### src/ctrlPkg.sv
package ctrlPkg;

    ////////////////////////////////////////////////////////////
    // widths and control word layout
    ////////////////////////////////////////////////////////////
    localparam int InstrWidth = 32;
    localparam int CtrlWidth  = 23;
    localparam int AluOpWidth = 6;

    localparam int AluOpLsb     = 17; // 6 bits, 22:17
    localparam int RegWriteBit  = 16;
    localparam int MemWriteBit  = 15;
    localparam int MemReadBit   = 14;
    localparam int MemToRegBit  = 13;
    localparam int RegDstBit    = 12;
    localparam int AluSrcBit    = 11;
    localparam int LoadDataLsb  = 9;  // 2 bits
    localparam int PcSrcBit     = 8;
    localparam int StoreDataLsb = 6;  // 2 bits
    localparam int JmuxLsb      = 4;  // 2 bits
    localparam int JrAddressBit = 3;
    localparam int JrDataBit    = 2;
    localparam int RTypeBit     = 1;
    localparam int ShiftMuxBit  = 0;

    // alu op all ones, every other field clear
    localparam logic [CtrlWidth-1:0] BubbleWord = CtrlWidth'(6'h3F) << AluOpLsb;

    ////////////////////////////////////////////////////////////
    // opcode, funct and rt codes
    ////////////////////////////////////////////////////////////
    localparam logic [5:0] OpSpecial  = 6'b000_000;
    localparam logic [5:0] OpRegimm   = 6'b000_001;
    localparam logic [5:0] OpSpecial2 = 6'b011_100;
    localparam logic [5:0] OpJ        = 6'b000_010;
    localparam logic [5:0] OpJal      = 6'b000_011;
    localparam logic [5:0] OpBeq      = 6'b000_100;
    localparam logic [5:0] OpBne      = 6'b000_101;
    localparam logic [5:0] OpBlez     = 6'b000_110;
    localparam logic [5:0] OpBgtz     = 6'b000_111;
    localparam logic [5:0] OpAddi     = 6'b001_000;
    localparam logic [5:0] OpSlti     = 6'b001_010;
    localparam logic [5:0] OpAndi     = 6'b001_100;
    localparam logic [5:0] OpOri      = 6'b001_101;
    localparam logic [5:0] OpXori     = 6'b001_110;
    localparam logic [5:0] OpLb       = 6'b100_000;
    localparam logic [5:0] OpLh       = 6'b100_001;
    localparam logic [5:0] OpLw       = 6'b100_011;
    localparam logic [5:0] OpSb       = 6'b101_000;
    localparam logic [5:0] OpSh       = 6'b101_001;
    localparam logic [5:0] OpSw       = 6'b101_011;

    localparam logic [5:0] FnSll = 6'b000_000;
    localparam logic [5:0] FnSrl = 6'b000_010;
    localparam logic [5:0] FnJr  = 6'b001_000;
    localparam logic [5:0] FnAdd = 6'b100_000;
    localparam logic [5:0] FnSub = 6'b100_010;
    localparam logic [5:0] FnAnd = 6'b100_100;
    localparam logic [5:0] FnOr  = 6'b100_101;
    localparam logic [5:0] FnXor = 6'b100_110;
    localparam logic [5:0] FnNor = 6'b100_111;
    localparam logic [5:0] FnSlt = 6'b101_010;
    localparam logic [5:0] FnMul = 6'b000_010; // under SPECIAL2

    localparam logic [4:0] RtBltz = 5'b00000;
    localparam logic [4:0] RtBgez = 5'b00001;

    // apb register offsets
    localparam int unsigned RegInstr = 'h0;
    localparam int unsigned RegCtrl  = 'h4;
    localparam int unsigned RegUndef = 'h8;

    typedef union packed {
        struct packed {
            logic [5:0] opcode;
            logic [4:0] rs;
            logic [4:0] rt;
            logic [4:0] rd;
            logic [4:0] shamt;
            logic [5:0] funct;
        } rFields;
        struct packed {
            logic [5:0]  opcode;
            logic [4:0]  rs;
            logic [4:0]  rt;
            logic [15:0] imm;
        } iFields;
    } instrWordT;

    // flags: regWrite memWrite memRead memToReg regDst aluSrc
    // tail: jrAddress jrData rType shiftMux
    function automatic logic [CtrlWidth-1:0] packCtrl(
        input logic [AluOpWidth-1:0] aluOp,
        input logic [5:0]            flags,
        input logic [1:0]            loadData,
        input logic                  pcSrc,
        input logic [1:0]            storeData,
        input logic [1:0]            jmux,
        input logic [3:0]            tail
    );
        logic [CtrlWidth-1:0] w;
        w = '0;
        w[AluOpLsb +: AluOpWidth] = aluOp;
        w[RegWriteBit]            = flags[5];
        w[MemWriteBit]            = flags[4];
        w[MemReadBit]             = flags[3];
        w[MemToRegBit]            = flags[2];
        w[RegDstBit]              = flags[1];
        w[AluSrcBit]              = flags[0];
        w[LoadDataLsb +: 2]       = loadData;
        w[PcSrcBit]               = pcSrc;
        w[StoreDataLsb +: 2]      = storeData;
        w[JmuxLsb +: 2]           = jmux;
        w[JrAddressBit]           = tail[3];
        w[JrDataBit]              = tail[2];
        w[RTypeBit]               = tail[1];
        w[ShiftMuxBit]            = tail[0];
        return w;
    endfunction

endpackage

### src/controllerTop.sv
module controllerTop #(
    parameter int AddrWidth  = 4,
    parameter int CountWidth = 8
) (
    input  logic                           clk,
    input  logic                           arstN,
    input  logic                           psel,
    input  logic                           penable,
    input  logic                           pwrite,
    input  logic [AddrWidth-1:0]           paddr,
    input  logic [ctrlPkg::InstrWidth-1:0] pwdata,
    output logic [ctrlPkg::InstrWidth-1:0] prdata,
    output logic                           pready,
    output logic                           pslverr
);

    ctrlPkg::instrWordT            instr;
    logic                          instrLoad;
    logic [ctrlPkg::CtrlWidth-1:0] specialWord;
    logic                          specialOwns;
    logic                          specialKnown;
    logic [ctrlPkg::CtrlWidth-1:0] mainWord;
    logic                          mainKnown;
    logic [ctrlPkg::CtrlWidth-1:0] ctrlWord;
    logic [CountWidth-1:0]         undefCount;

    ctrlApbSlave #(
        .AddrWidth (AddrWidth),
        .CountWidth(CountWidth)
    ) apb0 (
        .clk       (clk),
        .arstN     (arstN),
        .psel      (psel),
        .penable   (penable),
        .pwrite    (pwrite),
        .paddr     (paddr),
        .pwdata    (pwdata),
        .ctrlWord  (ctrlWord),
        .undefCount(undefCount),
        .prdata    (prdata),
        .pready    (pready),
        .pslverr   (pslverr),
        .instr     (instr),
        .instrLoad (instrLoad)
    );

    specialDecoder special0 (
        .instr       (instr),
        .specialWord (specialWord),
        .specialOwns (specialOwns),
        .specialKnown(specialKnown)
    );

    mainDecoder main0 (
        .instr    (instr),
        .mainWord (mainWord),
        .mainKnown(mainKnown)
    );

    ctrlResolve #(
        .CountWidth(CountWidth)
    ) resolve0 (
        .clk         (clk),
        .arstN       (arstN),
        .specialWord (specialWord),
        .specialOwns (specialOwns),
        .specialKnown(specialKnown),
        .mainWord    (mainWord),
        .mainKnown   (mainKnown),
        .instrLoad   (instrLoad),
        .ctrlWord    (ctrlWord),
        .undefCount  (undefCount)
    );

endmodule

### src/ctrlApbSlave.sv
module ctrlApbSlave #(
    parameter int AddrWidth  = 4,
    parameter int CountWidth = 8
) (
    input  logic                           clk,
    input  logic                           arstN,
    input  logic                           psel,
    input  logic                           penable,
    input  logic                           pwrite,
    input  logic [AddrWidth-1:0]           paddr,
    input  logic [ctrlPkg::InstrWidth-1:0] pwdata,
    input  logic [ctrlPkg::CtrlWidth-1:0]  ctrlWord,
    input  logic [CountWidth-1:0]          undefCount,
    output logic [ctrlPkg::InstrWidth-1:0] prdata,
    output logic                           pready,
    output logic                           pslverr,
    output ctrlPkg::instrWordT             instr,
    output logic                           instrLoad
);

    logic       setup;
    logic       access;
    logic       isInstr;
    logic       isCtrl;
    logic       isUndef;
    logic       badXfer;
    logic [2:0] rdSel; // one-hot {undef, ctrl, instr}

    assign setup   = psel && !penable;
    assign access  = psel && penable;
    assign isInstr = paddr == AddrWidth'(ctrlPkg::RegInstr);
    assign isCtrl  = paddr == AddrWidth'(ctrlPkg::RegCtrl);
    assign isUndef = paddr == AddrWidth'(ctrlPkg::RegUndef);
    assign badXfer = !(isInstr || isCtrl || isUndef) || (pwrite && !isInstr);

    assign pready = 1'b1; // no wait states

    ////////////////////////////////////////////////////////////
    // register block
    ////////////////////////////////////////////////////////////
    always_ff @(posedge clk or negedge arstN) begin
        if (!arstN) begin
            instr     <= '0;
            instrLoad <= 1'b0;
            rdSel     <= '0;
            pslverr   <= 1'b0;
        end else begin
            instrLoad <= access && pwrite && isInstr;
            if (access && pwrite && isInstr) begin
                instr <= pwdata;
            end
            if (setup) begin // decode held through the access cycle
                rdSel   <= pwrite ? 3'b000 : {isUndef, isCtrl, isInstr};
                pslverr <= badXfer;
            end else begin
                rdSel   <= '0;
                pslverr <= 1'b0;
            end
        end
    end

    // live data so a read right after a write sees the new word
    always_comb begin
        prdata = '0;
        if (rdSel[0]) prdata = instr;
        if (rdSel[1]) prdata = ctrlPkg::InstrWidth'(ctrlWord);
        if (rdSel[2]) prdata = ctrlPkg::InstrWidth'(undefCount);
    end

    assert property (@(posedge clk) disable iff (!arstN) penable |-> psel);

endmodule

### src/ctrlResolve.sv
module ctrlResolve #(
    parameter int CountWidth = 8
) (
    input  logic                          clk,
    input  logic                          arstN,
    input  logic [ctrlPkg::CtrlWidth-1:0] specialWord,
    input  logic                          specialOwns,
    input  logic                          specialKnown,
    input  logic [ctrlPkg::CtrlWidth-1:0] mainWord,
    input  logic                          mainKnown,
    input  logic                          instrLoad,
    output logic [ctrlPkg::CtrlWidth-1:0] ctrlWord,
    output logic [CountWidth-1:0]         undefCount
);

    logic [ctrlPkg::CtrlWidth-1:0] chosenWord;
    logic                          chosenKnown;

    assign chosenWord  = specialOwns ? specialWord : mainWord;
    assign chosenKnown = specialOwns ? specialKnown : mainKnown;

    always_ff @(posedge clk or negedge arstN) begin
        if (!arstN) begin
            ctrlWord   <= '0;
            undefCount <= '0;
        end else if (instrLoad) begin // word of the newly written instruction
            ctrlWord <= chosenWord;
            if (!chosenKnown && undefCount != '1) begin
                undefCount <= undefCount + 1'b1; // saturating
            end
        end
    end

    // a bubble from either decoder never writes the register file or memory
    assert property (@(posedge clk) disable iff (!arstN)
        (ctrlWord[ctrlPkg::AluOpLsb +: ctrlPkg::AluOpWidth] == '1) |->
            !ctrlWord[ctrlPkg::RegWriteBit] && !ctrlWord[ctrlPkg::MemWriteBit]);

    assert property (@(posedge clk) disable iff (!arstN)
        undefCount >= $past(undefCount));

endmodule

### src/mainDecoder.sv
module mainDecoder (
    input  ctrlPkg::instrWordT             instr,
    output logic [ctrlPkg::CtrlWidth-1:0] mainWord,
    output logic                          mainKnown
);

    logic [5:0] op;

    assign op = instr.iFields.opcode;

    // alu op is the opcode itself for every entry here
    always_comb begin
        mainKnown = 1'b1;
        mainWord  = ctrlPkg::BubbleWord;
        case (op)
            ctrlPkg::OpJal: begin // link through jr data path
                mainWord = ctrlPkg::packCtrl(op, 6'b100000, 2'd0, 1'b1,
                                             2'd0, 2'd2, 4'b1100);
            end
            ctrlPkg::OpJ: begin
                mainWord = ctrlPkg::packCtrl(op, 6'b000000, 2'd0, 1'b1,
                                             2'd0, 2'd2, 4'b0000);
            end
            ctrlPkg::OpAddi, ctrlPkg::OpAndi, ctrlPkg::OpOri,
            ctrlPkg::OpXori, ctrlPkg::OpSlti: begin
                mainWord = ctrlPkg::packCtrl(op, 6'b100101, 2'd0, 1'b0,
                                             2'd0, 2'd0, 4'b0000);
            end

            ////////////////////////////////////////////////////////////
            // loads and stores
            ////////////////////////////////////////////////////////////
            ctrlPkg::OpLw: begin
                mainWord = ctrlPkg::packCtrl(op, 6'b101001, 2'd0, 1'b0,
                                             2'd0, 2'd0, 4'b0000);
            end
            ctrlPkg::OpLh: begin // half word load
                mainWord = ctrlPkg::packCtrl(op, 6'b101001, 2'd1, 1'b0,
                                             2'd0, 2'd0, 4'b0000);
            end
            ctrlPkg::OpLb: begin // byte load
                mainWord = ctrlPkg::packCtrl(op, 6'b101001, 2'd2, 1'b0,
                                             2'd0, 2'd0, 4'b0000);
            end
            ctrlPkg::OpSw: begin
                mainWord = ctrlPkg::packCtrl(op, 6'b010001, 2'd0, 1'b0,
                                             2'd0, 2'd0, 4'b0000);
            end
            ctrlPkg::OpSh: begin
                mainWord = ctrlPkg::packCtrl(op, 6'b010001, 2'd0, 1'b0,
                                             2'd1, 2'd0, 4'b0000);
            end
            ctrlPkg::OpSb: begin
                mainWord = ctrlPkg::packCtrl(op, 6'b010001, 2'd0, 1'b0,
                                             2'd2, 2'd0, 4'b0000);
            end

            ctrlPkg::OpBeq, ctrlPkg::OpBne,
            ctrlPkg::OpBgtz, ctrlPkg::OpBlez: begin // compare in alu
                mainWord = ctrlPkg::packCtrl(op, 6'b000000, 2'd0, 1'b1,
                                             2'd0, 2'd0, 4'b0000);
            end
            default: mainKnown = 1'b0;
        endcase
    end

endmodule

### src/specialDecoder.sv
module specialDecoder (
    input  ctrlPkg::instrWordT             instr,
    output logic [ctrlPkg::CtrlWidth-1:0] specialWord,
    output logic                          specialOwns,
    output logic                          specialKnown
);

    logic [5:0] opcode;
    logic [5:0] funct;
    logic [4:0] rt;

    assign opcode = instr.rFields.opcode;
    assign funct  = instr.rFields.funct;
    assign rt     = instr.rFields.rt;

    ////////////////////////////////////////////////////////////
    // SPECIAL, REGIMM and SPECIAL2 groups
    ////////////////////////////////////////////////////////////
    always_comb begin
        specialOwns  = 1'b1;
        specialKnown = 1'b1;
        specialWord  = ctrlPkg::BubbleWord;
        case (opcode)
            ctrlPkg::OpSpecial: begin
                case (funct)
                    ctrlPkg::FnAdd, ctrlPkg::FnSub, ctrlPkg::FnAnd, ctrlPkg::FnOr,
                    ctrlPkg::FnNor, ctrlPkg::FnXor, ctrlPkg::FnSlt: begin
                        specialWord = ctrlPkg::packCtrl(funct, 6'b100110, 2'd0, 1'b0,
                                                        2'd0, 2'd0, 4'b0010);
                    end
                    ctrlPkg::FnSll, ctrlPkg::FnSrl: begin // shamt path
                        specialWord = ctrlPkg::packCtrl(funct, 6'b100110, 2'd0, 1'b0,
                                                        2'd0, 2'd0, 4'b0011);
                    end
                    ctrlPkg::FnJr: begin
                        specialWord = ctrlPkg::packCtrl(funct, 6'b000000, 2'd0, 1'b1,
                                                        2'd0, 2'd1, 4'b1110);
                    end
                    default: begin
                        specialKnown                  = 1'b0;
                        specialWord[ctrlPkg::RTypeBit] = 1'b1; // bubble keeps rtype
                    end
                endcase
            end
            ctrlPkg::OpRegimm: begin
                case (rt)
                    ctrlPkg::RtBltz, ctrlPkg::RtBgez: begin // alu op follows rt
                        specialWord = ctrlPkg::packCtrl({1'b0, rt}, 6'b000000, 2'd0, 1'b1,
                                                        2'd0, 2'd0, 4'b0000);
                    end
                    default: specialKnown = 1'b0;
                endcase
            end
            ctrlPkg::OpSpecial2: begin
                if (funct == ctrlPkg::FnMul) begin
                    specialWord = ctrlPkg::packCtrl(6'b011_100, 6'b100110, 2'd0, 1'b0,
                                                    2'd0, 2'd0, 4'b0000);
                end else begin
                    specialKnown = 1'b0;
                end
            end
            default: begin
                specialOwns  = 1'b0;
                specialKnown = 1'b0;
            end
        endcase
    end

endmodule

### config.mk
export PLATFORM = sky130hd
export DESIGN_NAME = controllerTop
export DESIGN_NICKNAME = d
export VERILOG_FILES = /design/src/ctrlPkg.sv /design/src/controllerTop.sv /design/src/ctrlApbSlave.sv /design/src/ctrlResolve.sv /design/src/mainDecoder.sv /design/src/specialDecoder.sv
export SDC_FILE = /design/constraint.sdc
export NUM_CORES = 1
export LEC_CHECK = 0
export BUFFER_PORTS_ARGS = -buffer_cell sky130_fd_sc_hd__buf_2
export CAP_MARGIN = 20
export CORE_MARGIN = 2
export CORE_UTILIZATION = 25
export DETAILED_ROUTE_END_ITERATION = 7
export HOLD_SLACK_MARGIN = 0.12
export PLACE_DENSITY_LB_ADDON = 0.3
export SETUP_SLACK_MARGIN = 0.05
export SYNTH_ARGS = -nofsm -noshare
export SYNTH_HDL_FRONTEND = slang
export SYNTH_SLANG_ARGS = --single-unit
### constraint.sdc
create_clock -name clk -period 2.2 [get_ports clk]
set_input_delay 0.11 -clock clk [delete_from_list [all_inputs] [get_ports clk]]
set_output_delay 0.11 -clock clk [all_outputs]
set_load 0.02 [all_outputs]
After elaboration in Yosys (flattened, before gate mapping)
Cells that the tools add are included.

operators by class
  multiply operators = 0
  equality and inequality tests = 32
  $add $sub $neg = 1
  multiplexer cells = 20
  divide/modulo/power cells = 0
  bitwise operators = 0
  shift-type cells = 0
  reduce and logical (&&, ||, !) cells = 26
  magnitude comparators = 0

operators by type and width
  kind                   number
  $pmux W23 S10          1
  $mux W32               3
  $eq A6 B6 Y1 const B   13
  $mux W23               3
  $pmux W23 S3           1
  $pmux W21 S2           1
  $eq A6 B4 Y1 const B   6
  $eq A6 B3 Y1 const B   4
  $eq A6 B2 Y1 const B   3
  $reduce_or A17 Y1      1
  $logic_not A6 Y1       2
  $reduce_or A10 Y1      1
  $reduce_or A9 Y1       1
  $add A8 B1 Y8 const B  1
  $mux W1                8
  $ne A8 B8 Y1 const B   1
  $eq A6 B1 Y1 const B   1
  $eq A6 B5 Y1 const B   1
  $logic_and A1 B1 Y1    6
  $mux W3                2
  $eq A5 B1 Y1 const B   1
  $logic_not A5 Y1       1
  $reduce_or A5 Y1       1
  $eq A4 B3 Y1 const B   1
  9 further kinds        15

storage, ports and cells
  register bits = 68
  memories = 0
  ROM bits = 0
  input port bits = 41
  latch bits = 0
  word-level logic and storage cells = 85
  bits in writable memories = 0

Logic depth before layout (Yosys ltp)
Gate-level depths: netlist of the first run.

  depth in word-level cells = 8
  mapped depth = 7

By module
Synthesis of the first run repeated with hierarchy kept, for this count alone.

unflattened totals
  cell total of the unflattened synthesis = 409
  area, all modules = 4236.6 um2

modules (own cells, without submodules)
  module          instances  area each (um2)  cells an instance
  ctrlApbSlave    1          1925.6           143
  ctrlResolve     1          1506.4           140
  specialDecoder  1          402.9            62
  mainDecoder     1          401.6            64

Worst setup path after synthesis of the first run
No wires, ideal clock.

  path type = reg2reg
  from = register apb0.instr[29] (netlist bit)
  to = register resolve0.undefCount[1]
  data arrival time = 1816 ps
  setup slack = 259 ps
  stages on the path, launching flop included = 7
  clock period less this slack = 1941 ps
  setup time = 125 ps
  path through = dfrtp_1 buf_6 or4_4 nor4_4 a211oi_4 nand2_2 mux2_4

between the ends
  longest elaborated chain between the ends = 7
  elaborated cells between the ends (all ways) = 29

RTL lines
  item                                                                    RTL line                                 RTL
  from (decl)                                                             ctrlApbSlave.sv:17                       output ctrlPkg::instrWordT instr,
  from (signal assigned)                                                  ctrlApbSlave.sv:50                       instr <= pwdata;
  $eq A6 B2 Y1, or another cell as far along                              mainDecoder.sv:15                        case (op)
  $reduce_or A17 Y1 (no source line) or $reduce_or A3 Y1 (tied branches)  n/a
  $mux W1 (on tied branches)                                              mainDecoder.sv:15, specialDecoder.sv:23
  $mux W1 (*)                                                             ctrlResolve.sv:20                        assign chosenKnown = specialOwns ? specialKnown : mainKnown;
  $logic_not A1 Y1 (*)                                                    ctrlResolve.sv:28                        if (!chosenKnown && undefCount != '1) begin
  $logic_and A1 B1 Y1 (*)                                                 ctrlResolve.sv:28
  $reduce_and A2 Y1 (no source line) (*)                                  n/a
  to (signal assigned)                                                    ctrlResolve.sv:29                        undefCount <= undefCount + 1'b1;
  to (decl)                                                               ctrlResolve.sv:13                        output logic [CountWidth-1:0] undefCount

Every way passes the cells marked *; elsewhere a longest branch is shown, timed or not.
A chain may end at the register's enable or synchronous reset.

Final worst setup path of the first run
Ends and elaborated chain as after synthesis.

==> results.md, run 1 <==
* Synth Flop Type: dfrtp_1
* Crit start category: flip-flop
* Met3 Use GR at 3.78%
* Leakage power at ~2.3 nW
* Slew @ Worst Pin at 0.560 ns
* Post-synth EDFFs at 0
* Setup tns final at 0 ns
* YS warnings at 0
* Hold WC Path Type: in -> async
* Finished Layout Cells at 655
* DP HPWL at 7.23 mm
* Die Area at 15200 um^2
* Area growth syn-to-layout at 38.4%
* Antenna fix cells at 0
* Peak supply drop at 0.508 mV
* Grt met1 use at 20.1%
* Total number of vias at 3117
* Area share of the largest cell type after synthesis at between 40% and 50%
* Synth async-reset ratio at between 90% and 100%
* Crit path max-delay family: simple AND/OR/NAND/NOR gates
* Pre-CTS setup slack at 0.209 ns
* DRT iter0 DRCs at around 230
* CP Cell Sequence: or4_4, nor4_4, a211oi_4, nand2_2, mux2_4
* First-pass detailed-route iteration total at 4
* Part of the Yosys area used for sequential elements at 47.0%
* Initial Utilization at 25.7%
* Rows at 43
* Core ar. at 13900 um^2
* Relative slew slack at 62.7%
* CTS tree: built
* Arr. time, crit path at between 2 and 2.5 ns
* Crit-path slowest cell: or4_4
* Root Driver: clkbuf_16
* Net Count, Synth at 389
* Total grt overflow at 0
* Pwr Total at 3.44 mW
* Final WS setup at 0.163 ns
* Grt peak-use layer: met2
* Setup Fix Bufs, Post-CTS at 0
* Max cap viols at 0
* Die Span Y at 123 um
* Met2 usage at between 20% and 30%
* Skew final at 0.00827 ns
* Ranking of synthesized cells by area: dfrtp_1 47%, mux2_2 9.5%, a22o_1 4.2%
* Internal at between 2 and 2.5 mW
* Largest net degree at the start of global routing at 46
* Final period util at roughly 93%
* Crit Path Max Fanout at 10
* Port bufs at 73
* WP buf/inv at 0
* Worst-case clock buffer depth at 2
* RSZ-0062 raised after global routing: no
* Yosys cell types at 52
* Worst setup EP type: flip-flop
* Hold Fails Final Rpt at 0
* WL/cell at 15.7 um
* Switch share at 28.4%
* Vias per cell at 4.76
* Slowest Stage Delay on Critical Path at 0.57 ns
* Die width at ~120 um
* Max Transition Viols Final at 0
* Clock share of power at 38.8%
* Share of layout cells above drive strength 1 at between 30% and 40%
* Worst-Skew Late Latency at approximately 0.33 ns
* Synthesized cell area at 3560 um^2
* Total GRT Usage at 14.6%
* Max Freq at 0.491 GHz
* I/O Pins at 75
* TritonCTS Buffers at 9
* Status: complete, no violations
* Most common cell in the synthesized netlist: dfrtp_1
* Worst path required time at between 2 and 2.5 ns
* Nets at 512
* Antenna violations before repair at 0
* Drt total wl at 10.3 mm
* P_sw at around 1000 uW
* Clock Pin Slew Worst Setup and Hold Paths at 0.06 ns
* Yosys reg bits at 67
* Vias in the first global route at 3221
* TritonCTS Sinks at 67
* Crit path kind: reg -> reg
* PwrDens at 697 nW/um^2
* Placer's final routability congestion estimate at between 0.8 and 0.9
* Sequential share of power at 43.1%
* Final setup fails at 0
* Cell count after synthesis at 347
* CTS H-tree lvls at 3
* Min cycle time layout at 2.04 ns
* First-pass GRT wire length at 17.0 mm
* Antenna violation net count after detailed routing at 0
* # DRC at 0
* Synth cell count leaders: 67 x dfrtp_1, 30 x mux2_2, 29 x nand2_1
* Dpl cells at between 500 and 600
* Gate power share at about 18%
* Synth area leader: dfrtp_1
* Mapped Avg Cell Area at between 10 and 15 um^2
==> sequential cells by signal, summed over array words and instances, names as in the netlist <==
register / flops
resolve0.undefCount: 8
resolve0.ctrlWord: 22
apb0.instrLoad: 1
apb0.pslverr: 1
apb0.instr: 32
apb0.rdSel: 3
==> kinds of logic (layout without fill, tap and decap cells) <==
family / count (synthesis) / after routing / synth area share [%]
AND/OR/NAND/NOR: 116 / 116 / 17.9
AO/OA/AOI/OAI: 92 / 92 / 18.7
flip-flops: 67 / 67 / 47.0
multiplexers: 32 / 32 / 10.2
buffers and inverters: 31 / 159 / 3.97
XOR/XNOR: 6 / 6 / 1.47
adder cells (fa/ha/maj): 2 / 2 / 0.632
other: 1 / 1 / 0.105
==> cell type report <==
class / count / area, um^2
clock buffer: 10 / 239
clock inverter: 6 / 41.3
fill: 1427 / 8950
inverter: 6 / 22.5
multi-input combinational: 249 / 1750
sequential: 67 / 1680
tap: 180 / 225
timing repair buffer: 137 / 976
==> through the flow <==
stage	utilization [%]	area [um^2]	hold slack, ns
after floorplan	-	3560	-0.186
after global placement	30.4	4230	0.144
after detailed placement	30.4	4230	0.134
after CTS	35.5	4930	0.335
after global routing	35.5	4930	0.363
final	35.5	4930	0.317
==> what timing repair did <==
item	in CTS	in global routing
hold endpoints to repair	58	0
resized for setup	0	2
hold buffers	42	0
endpoints found under the setup margin	0	26
==> power by group through the flow <==
stage	Sequential, mW	Clock (mW)	Combinational [mW]
4_1_cts	1.48	1.38	0.620
5_1_grt	1.50	1.44	0.692
3_5_place_dp	1.50	0	0.562
3_3_place_gp	1.50	0	0.557
2_1_floorplan	1.45	0	0.385
6_report	1.48	1.33	0.620
==> per-layer routing <==
metal / up-vias / share of wire [%] / wire length (um)
li1: 1521 / - / -
met1: 1513 / 48 / 4910
met2: 77 / 47 / 4810
met3: 6 / 4.6 / 470
met4: 0 / 0.70 / 72
met5: - / 0 / 0
==> cells in the final DEF (no fill, tap or decap), types with 2 or more instances in the layout <==
cell and n:
nand2b_1 3, nor3_1 6, inv_1 5, a31oi_1 7, nor3b_1 4, nor4_1 4
nor2b_1 9, xnor2_1 6, and2_1 11, o21ai_0 23, and3_1 5, nand3b_1 2
clkbuf_16 9, nand3_1 5, nor2_1 21, dfrtp_1 67, buf_12 2, and4_1 4
clkinv_2 2, buf_2 73, buf_4 20, a22oi_1 7, a22o_1 17, a211oi_1 2
or4_1 2, a21oi_1 12, mux2_2 30, o2bb2ai_1 12, a211oi_4 2, clkinvlp_4 3
nand4_1 4, dlygate4sd3_1 42, nand2_1 29
==> path summary, 6_finish.rpt <==
kind	startpoint	to	slack [ns]	cells past startpoint
worst max register to register	apb0.instr[29]	resolve0.undefCount[1]	0.16	5
worst min register to register	apb0.instr[23]	apb0.instr[23]	0.50	1
worst max-delay path	apb0.instr[29]	resolve0.undefCount[1]	0.16	5
min in group clk	penable	apb0.instrLoad	0.36	3
max in group asynchronous	arstN	apb0.instr[16]	1.24	3
worst min-delay path	arstN	resolve0.undefCount[1]	0.32	2
(Power assumes the default switching activity.)
==> run 2: changes to the inputs <==
Settings changed: CORE_MARGIN 2 to default, SKIP_CTS_REPAIR_TIMING from default to 1.
==> run 2 against run 1 <==
Against the previous run: wire length shrank 0.48%; count of clock-buffer cells in the layout shrank 1; core utilization shrank 0.14 points; final area shrank 0.38%; cell count shrank 0.46%; combinational power shrank 4.4%; clock skew is essentially flat; highest routed layer unchanged; critical path type unchanged; sequential power is essentially flat.
==> results.md, run 2 (synthesis results as in run 1) <==
* Status: complete, no violations
* Min cycle time layout at 2.04 ns (-0.00172 ns)
* I/O Pins at 75 (unchanged)
* Die width at 121 um (-1.6%)
* Total GRT Usage at 14.3% (-0.24 points)
* Placer's final routability congestion estimate at 0.860 (-2.7%)
* Vias in the first global route at 3068 (-4.8%)
* Slowest Stage Delay on Critical Path at 0.52 ns (-0.05 ns)
* Antenna fix cells at 0 (unchanged)
* DP HPWL at 7.19 mm (-0.58%)
* Area growth syn-to-layout at 37.9%
* Crit start category: flip-flop
* Final setup fails at 0 (unchanged)
* Setup tns final at 0 ns (unchanged)
* Worst-case clock buffer depth at 2 (unchanged)
* CTS H-tree lvls at 3 (unchanged)
* Total grt overflow at 0 (unchanged)
* Flop2flop setup slack at 0.16 ns (about the same)
* Worst setup EP type: flip-flop
* Antenna violations before repair at 0 (unchanged)
* First-pass detailed-route iteration total at 4 (unchanged)
* Die Area at 14700 um^2 (-3.2%)
* DRT iter0 DRCs at 123 (-47%)
* Post-DP Area at 4210 um^2 (-0.47%)
* Commonest non-fill, non-tap cells in the layout: 73 x buf_2, 67 x dfrtp_1, 40 x dlygate4sd3_1
* Worst-Skew Late Latency at 0.33 ns (about the same)
* Clock Pin Slew Worst Setup and Hold Paths at 0.06 ns (about the same)
* Worst path required time at 2.42 ns (about the same)
* Max Freq at 0.491 GHz (about the same)
* CP Cell Sequence: or4_4, nor4_4, a211oi_4, nand2_2, mux2_4
* Skew final at 0.00859 ns (+0.000323 ns)
* Hold WC Path Type: in -> reg
* Antenna violation net count after detailed routing at 0 (unchanged)
* Hold WS at 0.133 ns (-0.184 ns)
* Commonest non-fill, non-tap cell in the layout: buf_2
* Max cap viols at 0 (unchanged)
* Root Driver: clkbuf_16
* Share of layout cells above drive strength 1 at 32.0% (about the same)
* Reg2reg path depth at 5 (unchanged)
* Biggest regs: apb0.instr x32, resolve0.ctrlWord x22, resolve0.undefCount x8
* RSZ-0062 raised after global routing: yes
* Final period util at 92.5% (about the same)
* Hold depth at 3
* Max reg flops at 32 (unchanged)
* Peak supply drop at 0.334 mV (-34%)
* Hold Fails Final Rpt at 0 (unchanged)
* WL/cell at 15.7 um (about the same)
* Crit-path slowest cell: dfrtp_1
* Nets at 509 (-0.59%)
* PwrDens at 719 nW/um^2 (+3.2%)
* Crit. Startpoint: apb0.instr[31]
* Total number of vias at 3121 (+0.13%)
* Drt total wl at 10.2 mm (-0.48%)
* Largest register by flop count: apb0.instr
* Initial Utilization at 25.7% (unchanged)
* First-pass GRT wire length at 15.9 mm (-6.6%)
* Largest net degree at the start of global routing at 38 (-17%)
* R2R Path End: resolve0.undefCount[1]
* Core Util, Final at 35.4% (-0.14 points)
* # DRC at 0 (unchanged)
* Final Cell Area at 4910 um^2 (-0.38%)
* Vias per cell at 4.79 (+0.59%)
* Hold EP: apb0.rdSel[1]
* Port bufs at 73 (unchanged)
* Crit path kind: reg -> reg
* Crit Path Max Fanout at 16 (+6)
* RR Startpoint: apb0.instr[31]
* TritonCTS Buffers at 9 (unchanged)
* Core ar. at 13900 um^2 (unchanged)
* Die Span Y at 121 um (-1.6%)
* TritonCTS Sinks at 67 (unchanged)
* Arr. time, crit path at 2.26 ns (about the same)
* Leakage power at 2.27 nW (-0.25%)
* Rows at 43 (unchanged)
* Max Transition Viols Final at 0 (unchanged)
* Hold Startpoint: pwrite
* CTS tree: built
## run 2: cell types whose count changed in the layout (fill, tap and decap cells not counted)
cell           previous run  this run
clkinv_2                  2         1
bufinv_16                 0         1
buf_12                    2         1
clkbuf_8                  1         0
dlygate4sd3_1            42        40
clkinv_4                  1         2
clkinvlp_4                3         2
inv_6                     0         1
## run 2: layout make-up
type                            count  area, um^2
Clock buffer                        9         225
Clock inverter                      7        76.3
Fill cell                        1435        8970
Inverter                            6        22.5
Multi-Input combinational cell    249        1750
Sequential cell                    67        1680
Tap cell                          180         225
Timing Repair Buffer              134         936
## run 2: where the power goes
group          switching (mW)  total (mW)  internal (mW)
Combinational           0.291       0.593          0.303
Clock                   0.562        1.44          0.882
Sequential              0.137        1.49           1.36
Total                   0.990        3.53           2.54
## run 2: how the worst max path moves through the flow
stage,endpoint
6_report,resolve0.undefCount[1]
4_1_cts,prdata[31]
3_3_place_gp,resolve0.undefCount[1]
2_1_floorplan,resolve0.undefCount[1]
3_5_place_dp,resolve0.undefCount[1]
5_1_grt,prdata[29]
## run 2: per-layer routing
metal / part of all wire [%] / vias up / track usage, %
li1: - / 1516 / -
met5: 0 / - / 0
met2: 47 / 67 / 23.0
met1: 48 / 1524 / 19.3
met4: 1.6 / 0 / 5.32
met3: 3.7 / 14 / 2.16
## run 2: per-stage QoR
step                setup WS (ns)  total power, mW  instances
floorplan                   0.259             1.83        347
global placement            0.220             2.04        596
detailed placement          0.194             2.05        596
CTS                         0.111             3.52        612
global route               0.0347             3.72        652
finish                      0.164             3.53        652
## run 2: critical path, delay by kind of cell (launching register included)
kind,cells,cell delay [ns]
compound gates,1,0.18
flops,1,0.52
mux,1,0.29
simple gates,3,0.94
==> run 3: changes to the inputs <==
Settings changed: CORE_ASPECT_RATIO from default to 0.5.
==> run 3 against run 2 <==
Against the previous run: clock power barely moved; wire length down 3.7%; combinational power grew 3%; count of clock-buffer cells in the layout up 4; die area grew 0.19%; critical endpoint unchanged; core utilization is 0.50 points higher; fmax is 1.1% lower; final area is 0.38% higher; sequential share of layout area down 0.13 points; register-to-register slack got worse by 0.02 ns; hold slack got worse by 0.0098 ns; global-route usage fell by 0.58 points.
==> results.md, run 3 (synthesis results as in run 1) <==
* DP HPWL at 7.14 mm (-0.65%)
* Clock Pin Slew Worst Setup and Hold Paths at 0.05 ns (about the same)
* Antenna fix cells at 0 (unchanged)
* Vias in the first global route at 2837 (-7.5%)
* Gate power share at 17.3% (+0.5 points)
* Slowest Stage Delay on Critical Path at 0.53 ns (about the same)
* RSZ-0062 raised after global routing: yes
* Skew final at 0.00740 ns (-0.00119 ns)
* Worst-case clock buffer depth at 2 (unchanged)
* Largest net degree at the start of global routing at 42 (+11%)
* Root Driver: clkbuf_16
* Slew @ Worst Pin at between 0.6 and 0.7 ns
* I/O Pins at 75 (unchanged)
* # fillers at 1428 (-0.49%)
* Hold Fails Final Rpt at 0 (unchanged)
* RR Startpoint: apb0.instr[31]
* Min cycle time layout at 2.06 ns (+0.0225 ns)
* Post-DP Area at 4240 um^2 (+0.83%)
* Share of layout cells above drive strength 1 at 31.6% (-0.36 points)
* Crit start category: flip-flop
* Final period util at 93.6% (+1.0 points)
* TritonCTS Sinks at 67 (unchanged)
* Clock share of power at 40.4% (-0.5 points)
* Arr. time, crit path at 2.27 ns (about the same)
* Nets at 509 (unchanged)
* Worst setup EP type: flip-flop
* Commonest non-fill, non-tap cell in the layout: buf_2
* WL/cell at 14.8 um (-5.3%)
* Max reg flops at 32 (unchanged)
* Rows at 30 (-30%)
* Hold WC Path Type: in -> reg
* Flop2flop setup slack at 0.14 ns (-0.02 ns)
* Crit Path Max Fanout at 16 (unchanged)
* Largest register by flop count: apb0.instr
* Crit path kind: reg -> reg
* Port bufs at 73 (unchanged)
* CP Cell Sequence: or4_4, nor4_4, a211oi_4, nand2_2, mux2_4
* Die Span Y at 86.4 um (-29%)
* Crit-path slowest cell: dfrtp_1
* Area growth syn-to-layout at 38.4%
* Relative slew slack at 58.8%
* Max Transition Viols Final at 0 (unchanged)
* Vias per cell at 4.62 (-3.5%)
* Placer's final routability congestion estimate at 0.810 (-5.8%)
* R2R Path End: resolve0.undefCount[1]
* Leakage power at 2.28 nW (+0.52%)
* Core ar. at 13700 um^2 (-1.0%)
* DRT iter0 DRCs at 125 (+1.6%)
* CP endpoint: resolve0.undefCount[1]
* CTS H-tree lvls at 3 (unchanged)
* Final setup fails at 0 (unchanged)
* Drt total wl at 9.84 mm (-3.7%)
* Setup tns final at 0 ns (unchanged)
* Initial Utilization at 25.9% (+0.27 points)
* P_sw at 914 uW (-7.6%)
* Total grt overflow at 0 (unchanged)
* Commonest non-fill, non-tap cells in the layout: 73 x buf_2, 67 x dfrtp_1, 39 x dlygate4sd3_1
* Worst-Skew Late Latency at 0.33 ns (about the same)
* Switch share at 26.0% (-2.0 points)
* Total GRT Usage at 13.7% (-0.58 points)
* Status: complete, no violations
* PwrDens at 712 nW/um^2 (-0.91%)
* Antenna violations before repair at 0 (unchanged)
* Internal at 2.60 mW (+2.2%)
* First-pass detailed-route iteration total at 4 (unchanged)
* Max Freq at 0.486 GHz (-1.1%)
* Reg2reg path depth at 5 (unchanged)
* Die Area at 14800 um^2 (+0.19%)
* Core Util, Final at 35.9% (+0.50 points)
* Total number of vias at 3062 (-1.9%)
* Sequential share of power at 42.3% (about the same)
* Hold WS at 0.123 ns (-0.00979 ns)
* Final Cell Area at 4930 um^2 (+0.38%)
* # DRC at 0 (unchanged)
* Antenna violation net count after detailed routing at 0 (unchanged)
* Max cap viols at 0 (unchanged)
* Biggest regs: apb0.instr x32, resolve0.ctrlWord x22, resolve0.undefCount x8
* First-pass GRT wire length at 15.2 mm (-4.2%)
* Peak supply drop at 0.313 mV (-6.3%)
* TritonCTS Buffers at 9 (unchanged)
* Die width at 171 um (+41%)
* CTS tree: built
* Worst path required time at 2.41 ns (about the same)
* Crit. Startpoint: apb0.instr[31]
run 3: changes by cell type in the layout (fill, tap and decap cells not counted), sizes merged:
cell / change
buf: +1
clkbuf: +4
clkinv: -2
clkinvlp: -2
dlygate4sd3: -1
inv: -1
run 3: critical path, delay by kind of cell, from the launching register on:
family	cells	cell delay [ns]
flops	1	0.53
simple gates	3	0.94
compound gates	1	0.18
mux	1	0.29
run 3: stage by stage:
stage               worst slack [ns]  instances  power (mW)
floorplan                      0.259        347        1.83
global placement               0.214        609        2.05
detailed placement             0.160        609        2.06
CTS                            0.132        624        3.49
global route                  0.0350        663        3.69
finish                         0.142        663        3.51
run 3: area by class of cell:
class                   instances  area (um^2)  area share, %
flip-flops and latches         67         1680           34.0
clock buffers                  13          260           5.28
inverters                       6         22.5          0.457
clock inverters                 2         35.0          0.710
repair buffers                134          946           19.2
well taps                     192          240           4.87
multi-input cells             249         1750           35.5
run 3: how the worst min path moves through the flow:
| stage | start | endpoint | depth (start not counted) |
|---|---|---|---|
| after floorplan | arstN | apb0.instrLoad | 0 |
| final | pwrite | apb0.rdSel[0] | 3 |
| after global placement | arstN | resolve0.ctrlWord[15] | 1 |
| after CTS | arstN | apb0.instr[14] | 1 |
| after detailed placement | arstN | apb0.instr[14] | 1 |
| after global routing | pwrite | apb0.rdSel[0] | 3 |
run 3: metal layers:
metal  global-route usage [%]  part of all wire (%)  vias up
li1                         -                     -     1507
met1                     19.5                    51     1490
met2                     20.3                    43       57
met3                     3.70                   4.7        8
met4                     3.90                   1.2        0
met5                        0                     0        -
run 3: power by group through the flow:
stage / sequential (mW) / combinational [mW] / clock, mW
2_1_floorplan: 1.45 / 0.385 / 0
3_3_place_gp: 1.50 / 0.548 / 0
3_5_place_dp: 1.51 / 0.554 / 0
4_1_cts: 1.49 / 0.557 / 1.45
5_1_grt: 1.51 / 0.679 / 1.50
6_report: 1.49 / 0.608 / 1.42
